### src/design/fetch_pkg.sv
`default_nettype none

package fetch_pkg;

	// ######################################################################
	// Address map
	// ######################################################################

	// On-chip SRAM window, fetched without the cache
	localparam logic [31:0] sram_base  = 32'h0f000000;
	localparam logic [31:0] sram_limit = 32'h0f002000;

	// ######################################################################
	// Cache geometry
	// ######################################################################

	// One word per line, index from bits 5..2, tag from bits 31..6
	localparam int cache_lines = 16;
	localparam int index_bits  = 4;
	localparam int tag_bits    = 26;

	// Read response codes, bit 1 flags a miss
	localparam logic [1:0] resp_okay = 2'b00;
	localparam logic [1:0] resp_miss = 2'b10;

	// ######################################################################
	// Fetch FSM
	// ######################################################################

	typedef enum logic [2:0] {
		st_idle,
		st_cache_addr,
		st_cache_resp,
		st_mem_addr,
		st_mem_resp,
		st_fill,
		st_done
	} fetch_state_t;

endpackage

`default_nettype wire
### src/design/fetch_top.sv
`default_nettype none

module fetch_top (
	input  logic        clock,
	input  logic        rst,

	input  logic        wb_valid,
	input  logic [31:0] pc,
	output logic [31:0] inst,
	output logic        idu_valid,

	output logic [31:0] mem_araddr,
	output logic        mem_arvalid,
	input  logic        mem_arready,
	input  logic [31:0] mem_rdata,
	input  logic [1:0]  mem_rresp,
	input  logic        mem_rvalid,
	output logic        mem_rready,

	output logic [31:0] fetch_cycles,
	output logic [31:0] cache_hits,
	output logic [31:0] cache_misses
);

	// Fetch unit to cache
	logic [31:0] cache_araddr;
	logic        cache_arvalid;
	logic        cache_arready;
	logic [31:0] cache_rdata;
	logic [1:0]  cache_rresp;
	logic        cache_rvalid;
	logic        cache_rready;
	logic [31:0] cache_awaddr;
	logic        cache_awvalid;
	logic        cache_awready;
	logic [31:0] cache_wdata;
	logic        cache_wvalid;
	logic        cache_wready;
	logic [1:0]  cache_bresp;
	logic        cache_bvalid;
	logic        cache_bready;

	// Port names match the local nets one for one
	fetch_unit fetch_unit_i (.*);

	inst_cache inst_cache_i (
		.clock   (clock),
		.rst     (rst),
		.araddr  (cache_araddr),
		.arvalid (cache_arvalid),
		.arready (cache_arready),
		.rdata   (cache_rdata),
		.rresp   (cache_rresp),
		.rvalid  (cache_rvalid),
		.rready  (cache_rready),
		.awaddr  (cache_awaddr),
		.awvalid (cache_awvalid),
		.awready (cache_awready),
		.wdata   (cache_wdata),
		.wvalid  (cache_wvalid),
		.wready  (cache_wready),
		.bresp   (cache_bresp),
		.bvalid  (cache_bvalid),
		.bready  (cache_bready)
	);

endmodule

`default_nettype wire

### src/design/fetch_unit.sv
`default_nettype none

module fetch_unit (
	input  logic        clock,
	input  logic        rst,

	input  logic        wb_valid,
	input  logic [31:0] pc,
	output logic [31:0] inst,
	output logic        idu_valid,

	output logic [31:0] mem_araddr,
	output logic        mem_arvalid,
	input  logic        mem_arready,
	input  logic [31:0] mem_rdata,
	input  logic [1:0]  mem_rresp,
	input  logic        mem_rvalid,
	output logic        mem_rready,

	output logic [31:0] cache_araddr,
	output logic        cache_arvalid,
	input  logic        cache_arready,
	input  logic [31:0] cache_rdata,
	input  logic [1:0]  cache_rresp,
	input  logic        cache_rvalid,
	output logic        cache_rready,

	output logic [31:0] cache_awaddr,
	output logic        cache_awvalid,
	input  logic        cache_awready,
	output logic [31:0] cache_wdata,
	output logic        cache_wvalid,
	input  logic        cache_wready,
	input  logic [1:0]  cache_bresp,
	input  logic        cache_bvalid,
	output logic        cache_bready,

	output logic [31:0] fetch_cycles,
	output logic [31:0] cache_hits,
	output logic [31:0] cache_misses
);

	import fetch_pkg::*;

	fetch_state_t state;
	fetch_state_t state_next;
	logic         pc_in_sram;
	logic         fill_sent;
	logic         cache_rfire;
	logic         cache_hit;
	logic         mem_rfire;
	logic         fill_fire;
	logic         fill_done;

	assign pc_in_sram = (pc >= sram_base) && (pc < sram_limit);

	// pc is held by writeback for the whole fetch
	assign cache_araddr = pc;
	assign cache_awaddr = pc;
	assign mem_araddr   = pc;
	assign cache_wdata  = inst;

	assign cache_rready = 1'b1;
	assign cache_bready = 1'b1;
	assign mem_rready   = 1'b1;

	assign cache_arvalid = (state == st_cache_addr);
	assign mem_arvalid   = (state == st_mem_addr);
	assign cache_awvalid = (state == st_fill) && !fill_sent;
	assign cache_wvalid  = (state == st_fill) && !fill_sent;

	assign cache_rfire = cache_rvalid && cache_rready;
	assign cache_hit   = cache_rfire && !cache_rresp[1];
	assign mem_rfire   = mem_rvalid && mem_rready;
	assign fill_fire   = cache_awvalid && cache_awready && cache_wvalid && cache_wready;
	assign fill_done   = cache_bvalid && cache_bready;

	always_comb begin
		state_next = state;
		case (state)
			st_idle:
				if (wb_valid)
					state_next = pc_in_sram ? st_mem_addr : st_cache_addr;
			st_cache_addr:
				if (cache_arready)
					state_next = st_cache_resp;
			st_cache_resp:
				if (cache_rfire)
					state_next = cache_rresp[1] ? st_mem_addr : st_done;
			st_mem_addr:
				if (mem_arready)
					state_next = st_mem_resp;
			st_mem_resp:
				// Error responses still deliver the word
				if (mem_rfire)
					state_next = pc_in_sram ? st_done : st_fill;
			st_fill:
				if (fill_done)
					state_next = st_done;
			st_done:
				state_next = st_idle;
			default:
				state_next = st_idle;
		endcase
	end

	always_ff @(posedge clock) begin
		if (rst) begin
			state     <= st_idle;
			fill_sent <= 1'b0;
			idu_valid <= 1'b0;
			inst      <= 32'h0;
		end else begin
			state     <= state_next;
			idu_valid <= (state == st_done);
			// Refill write is issued once, then wait for bvalid
			if (state != st_fill)
				fill_sent <= 1'b0;
			else if (fill_fire)
				fill_sent <= 1'b1;
			if (state == st_cache_resp && cache_hit)
				inst <= cache_rdata;
			else if (state == st_mem_resp && mem_rfire)
				inst <= mem_rdata;
		end
	end

	// ######################################################################
	// Performance counters
	// ######################################################################

	always_ff @(posedge clock) begin
		if (rst) begin
			fetch_cycles <= 32'h0;
			cache_hits   <= 32'h0;
			cache_misses <= 32'h0;
		end else begin
			if (state != st_idle)
				fetch_cycles <= fetch_cycles + 32'd1;
			if (cache_hit)
				cache_hits <= cache_hits + 32'd1;
			if (cache_rfire && cache_rresp[1])
				cache_misses <= cache_misses + 32'd1;
		end
	end

endmodule

`default_nettype wire

### src/design/inst_cache.sv
`default_nettype none

module inst_cache (
	input  logic        clock,
	input  logic        rst,

	input  logic [31:0] araddr,
	input  logic        arvalid,
	output logic        arready,
	output logic [31:0] rdata,
	output logic [1:0]  rresp,
	output logic        rvalid,
	input  logic        rready,

	input  logic [31:0] awaddr,
	input  logic        awvalid,
	output logic        awready,
	input  logic [31:0] wdata,
	input  logic        wvalid,
	output logic        wready,
	output logic [1:0]  bresp,
	output logic        bvalid,
	input  logic        bready
);

	import fetch_pkg::*;

	logic [cache_lines-1:0] line_valid;
	logic [tag_bits-1:0]    tag_mem  [cache_lines];
	logic [31:0]            data_mem [cache_lines];
	logic                   idle;
	logic                   rd_fire;
	logic                   wr_fire;
	logic [index_bits-1:0]  rd_index;
	logic [tag_bits-1:0]    rd_tag;
	logic [index_bits-1:0]  wr_index;
	logic [tag_bits-1:0]    wr_tag;
	logic                   rd_hit;

	// Idle means no response is being presented
	assign idle    = !rvalid && !bvalid;
	assign arready = idle;

	// Reads win if both channels ask in the same cycle
	assign awready = idle && !arvalid;
	assign wready  = idle && !arvalid;

	assign rd_fire = arvalid && arready;
	assign wr_fire = awvalid && awready && wvalid && wready;

	assign rd_index = araddr[index_bits+1:2];
	assign rd_tag   = araddr[31 -: tag_bits];
	assign wr_index = awaddr[index_bits+1:2];
	assign wr_tag   = awaddr[31 -: tag_bits];

	assign rd_hit = line_valid[rd_index] && (tag_mem[rd_index] == rd_tag);

	assign bresp = resp_okay;

	// ######################################################################
	// Response handshakes
	// ######################################################################

	always_ff @(posedge clock) begin
		if (rst) begin
			rvalid <= 1'b0;
			bvalid <= 1'b0;
		end else begin
			if (rd_fire)
				rvalid <= 1'b1;
			else if (rready)
				rvalid <= 1'b0;
			if (wr_fire)
				bvalid <= 1'b1;
			else if (bready)
				bvalid <= 1'b0;
		end
	end

	// Valid bits, the only array state cleared by reset
	always_ff @(posedge clock) begin
		if (rst)
			line_valid <= '0;
		else if (wr_fire)
			line_valid[wr_index] <= 1'b1;
	end

	// ######################################################################
	// Tag and data arrays
	// ######################################################################

	always_ff @(posedge clock) begin
		if (wr_fire) begin
			tag_mem[wr_index]  <= wr_tag;
			data_mem[wr_index] <= wdata;
		end
		if (rd_fire) begin
			// Miss returns zero data
			rdata <= rd_hit ? data_mem[rd_index] : 32'h0;
			rresp <= rd_hit ? resp_okay : resp_miss;
		end
	end

endmodule

`default_nettype wire

### config.mk
export PLATFORM = sky130hd
export DESIGN_NAME = fetch_top
export DESIGN_NICKNAME = d
export VERILOG_FILES = /design/src/design/fetch_pkg.sv /design/src/design/fetch_top.sv /design/src/design/fetch_unit.sv /design/src/design/inst_cache.sv
export SDC_FILE = /design/constraint.sdc
export NUM_CORES = 1
export LEC_CHECK = 0
export ABC_CLOCK_PERIOD_IN_PS = 5600
export BUFFER_PORTS_ARGS = -buffer_cell sky130_fd_sc_hd__buf_4
export CORE_UTILIZATION = 40
export CTS_CLUSTER_SIZE = 14
export DETAILED_ROUTE_END_ITERATION = 6
export HOLD_SLACK_MARGIN = 0.05
export PLACE_DENSITY_LB_ADDON = 0.25
export SLEW_MARGIN = 20
export SYNTH_ARGS = -nofsm -noshare
export SYNTH_HDL_FRONTEND = slang
export SYNTH_SLANG_ARGS = --single-unit
### constraint.sdc
create_clock -name clock -period 5.6 [get_ports clock]
set_clock_uncertainty 0.05 [all_clocks]
set_input_delay 1.12 -clock clock [delete_from_list [all_inputs] [get_ports clock]]
set_output_delay 1.12 -clock clock [all_outputs]
set_load 0.02 [all_outputs]
==> flow_summary.yaml <==
floorplanning:
  die_width_um: 333
  die_h_um: 333
  rows: 120
  io_pins: 234
  dieArea_sq_um: 111000
  fp.coreArea_sq_um: 108000
  start_util: 0.406
cts:
  cts_hold_buf: 0
  cts.sinks: 1112
  clk_latency_ps: 700
  ctsResizeCount: 0
  cts_root_buf: "clkbuf_16"
  path_clk_slew_ps: 60
  htreeDepth: 3
  clock_path_buffers: 3
  post-cts-setup-buffer-count: 0
  cts_tree: "done"
  numCtsBuffers: 113
placed_design:
  place.gp.congestion: 0.771
  portBuffers: 226
  place_area_sq_um: 47200
  dpl.hpwl_um: 57000
grt:
  grt_max_degree: 112
  grt_use_total: 0.188
  overflow: 0
  grt_pass1_vias: 23500
  antenna_found_initial: 2
  grt_pass1_wl_um: 155000
critical_path:
  critPathMostFrequentCell: "buf_4"
  crit_required_ps: 6040
  worstPathCellList: "buf_6, buf_4, mux2_2, o22ai_1, a221oi_1, xnor2_1, a31oi_1, or4_1, buf_4, nor4_1"
  crit_arrival_ps: 4610
  cp_num_buf_inv: 3
  worstPathMaxFanout: 60
  slowest_delay_ps: 630
  crit_type: "in -> reg"
  crit_path_top_delay_cell: "buf_4"
  cp_top_family: "buffers and inverters"
  cp-end-kind: "flip-flop"
  startpoint_type: "input pin"
synthesis:
  yosysUniqueCellTypes: 60
  synthTopCellsByArea: "edfxtp_1 (66%), mux4_2 (12%), dfxtp_1 (6.9%)"
  avgSynthCellArea_sq_um: 18.4
  synth_nets: 2447
  yosysWarnings: 0
  synth-seq-cells: 1112
  syn_inst: 2373
  yosys.area.top_type: "edfxtp_1"
  synth_edf_count: 961
  yosys.area.top_type_share: 0.660
  ys_async_sr_fraction: 0
  synth_area_sq_um: 43700
  synth.yosys.seq_area_share: 0.729
  synth_top_flop_cell: "edfxtp_1"
detailed_routing:
  wire_per_inst_um: 25.1
  via_per_inst: 5.56
  top_layer: "met5"
  wl_met3_um: 6970
  via_count: 23000
  drtPass1Iterations: 7
  wl_um: 104000
  drt_iter0_markers: 1792
  wl_met1_um: 43300
  wl_met2_um: 51100
  drcViolationCount: 0
  ant_nets: 0
sta:
  max_slew_margin: 0.346
  rsz0062_at_grt: "no"
  finalHoldViolCount: 0
  finalCritPeriodShare: 0.745
  setup_violations: 0
  period_needed_ps: 4170
  fmax_mhz: 240
  tightest_slew_ps: 981
  maxSlewViolCount: 0
pwr:
  clkPwrFrac: 0.423
  seqPwrFrac: 0.530
  p_total_w: 0.0171
  power.density_nw_per_um2: 338
  p_switching_w: 0.00366
  p_sw_frac: 0.214
  ir_drop_uv: 269
  power_frac_comb: 0.047
  p_leak_nw: 16.7
  internal_power_w: 0.0135
final_layout:
  area_growth_pct: 16.1
  final_cell_area_sq_um: 50700
  nNetsFinal: 2703
  final_cell_mix: "edfxtp_1 (961), buf_4 (287), mux4_2 (236)"
  fillCellCount: 9017
  layout_commonest_cell: "edfxtp_1"
  final_layout_size_suffix_gt1_frac: 0.274
  diodes: 0
hold_path:
  hold_path.class: "reg -> reg"
outcome:
  status: "finished clean"
flow_run:
  drv_cap: 0
cells by family (layout without fill, tap and decap cells):
family,count (synthesis),in the layout,synth area share
compound gates,170,170,0.0254
mux,370,370,0.153
other cells,1,1,0.0000858
simple gates,423,423,0.0467
buf+inv,173,525,0.0204
xor+xnor,121,121,0.0242
flops,1112,1112,0.729
fa+ha+maj,3,3,0.000859
routing by layer:
layer	track usage	up-vias
met4	0.0459	2
met5	0	-
met1	0.250	12100
met3	0.0401	141
met2	0.314	717
li1	-	9985
final cells by class:
class | instances | area, sq um | area share
repair buffers | 298 | 2350 | 0.0464
clock inverters | 73 | 609 | 0.0120
flip-flops and latches | 1112 | 31900 | 0.628
well taps | 1403 | 1760 | 0.0346
inverters | 16 | 60.1 | 0.00118
clock buffers | 138 | 2940 | 0.0580
multi-input cells | 1088 | 11100 | 0.219
synth_stat cells (all sizes together) (11+ instances only):
cell type	number
xor2	78
clkbuf	76
nand4	23
a22oi	15
o21ai	51
dfxtp	151
nor4	47
mux2	20
nand3	44
nor3	11
a211oi	34
mux2i	114
inv	16
xnor2	43
or3	14
mux4	236
nor2	183
a21oi	27
edfxtp	961
nand2	49
o22ai	11
and3	17
buf	81
worst register-to-register path, cell delays in order, from the launching register on:
cell,delay (ps)
dfxtp_1,600
or4b_2,700
or3b_2,590
or3_1,520
nor2_4,590
buf_4,460
sequential cells by signal, summed over array words and instances (netlist names):
signal and flops:
inst_cache_i.line_valid 16, inst_cache_i.rresp 1, fetch_unit_i.cache_wdata 32, inst_cache_i.rdata 32, fetch_unit_i.state 3, inst_cache_i.data_mem 512, fetch_unit_i.fill_sent 1, fetch_unit_i.fetch_cycles 32
fetch_unit_i.cache_misses 32, inst_cache_i.bvalid 1, inst_cache_i.tag_mem 416, inst_cache_i.rvalid 1, fetch_unit_i.cache_hits 32, fetch_unit_i.idu_valid 1
final timing paths:
path	depth (start not counted)	startpoint	slack, ps	end
setup / recovery	10	pc[4]	1430	inst_cache_i.rdata[1]
hold / removal	2	inst_cache_i.line_valid[15]	420	inst_cache_i.line_valid[15]
setup reg to reg	5	fetch_unit_i.state[0]	1730	inst_cache_i.data_mem[3][22]
hold reg to reg	2	inst_cache_i.line_valid[15]	420	inst_cache_i.line_valid[15]
through the flow:
step / util / setup slack, ps / hold slack [ps] / TNS [ps] / instances
floorplan: - / -473 / 383 / -204630 / 2373
global placement: 0.438 / 862 / 395 / 0 / 3917
detailed placement: 0.438 / 755 / 410 / 0 / 3917
CTS: 0.471 / 1480 / 425 / 0 / 4128
global route: 0.471 / 1340 / 450 / 0 / 4128
finish: 0.471 / 1430 / 418 / 0 / 4128
power groups by stage:
stage               sequential (W)  combinational, W  clock (W)
floorplan                  0.00924          0.000533          0
global placement           0.00925          0.000811          0
detailed placement         0.00925          0.000823          0
CTS                        0.00908          0.000825    0.00742
global route               0.00908          0.000869    0.00773
finish                     0.00908          0.000807    0.00725
(Power assumes the default switching activity.)
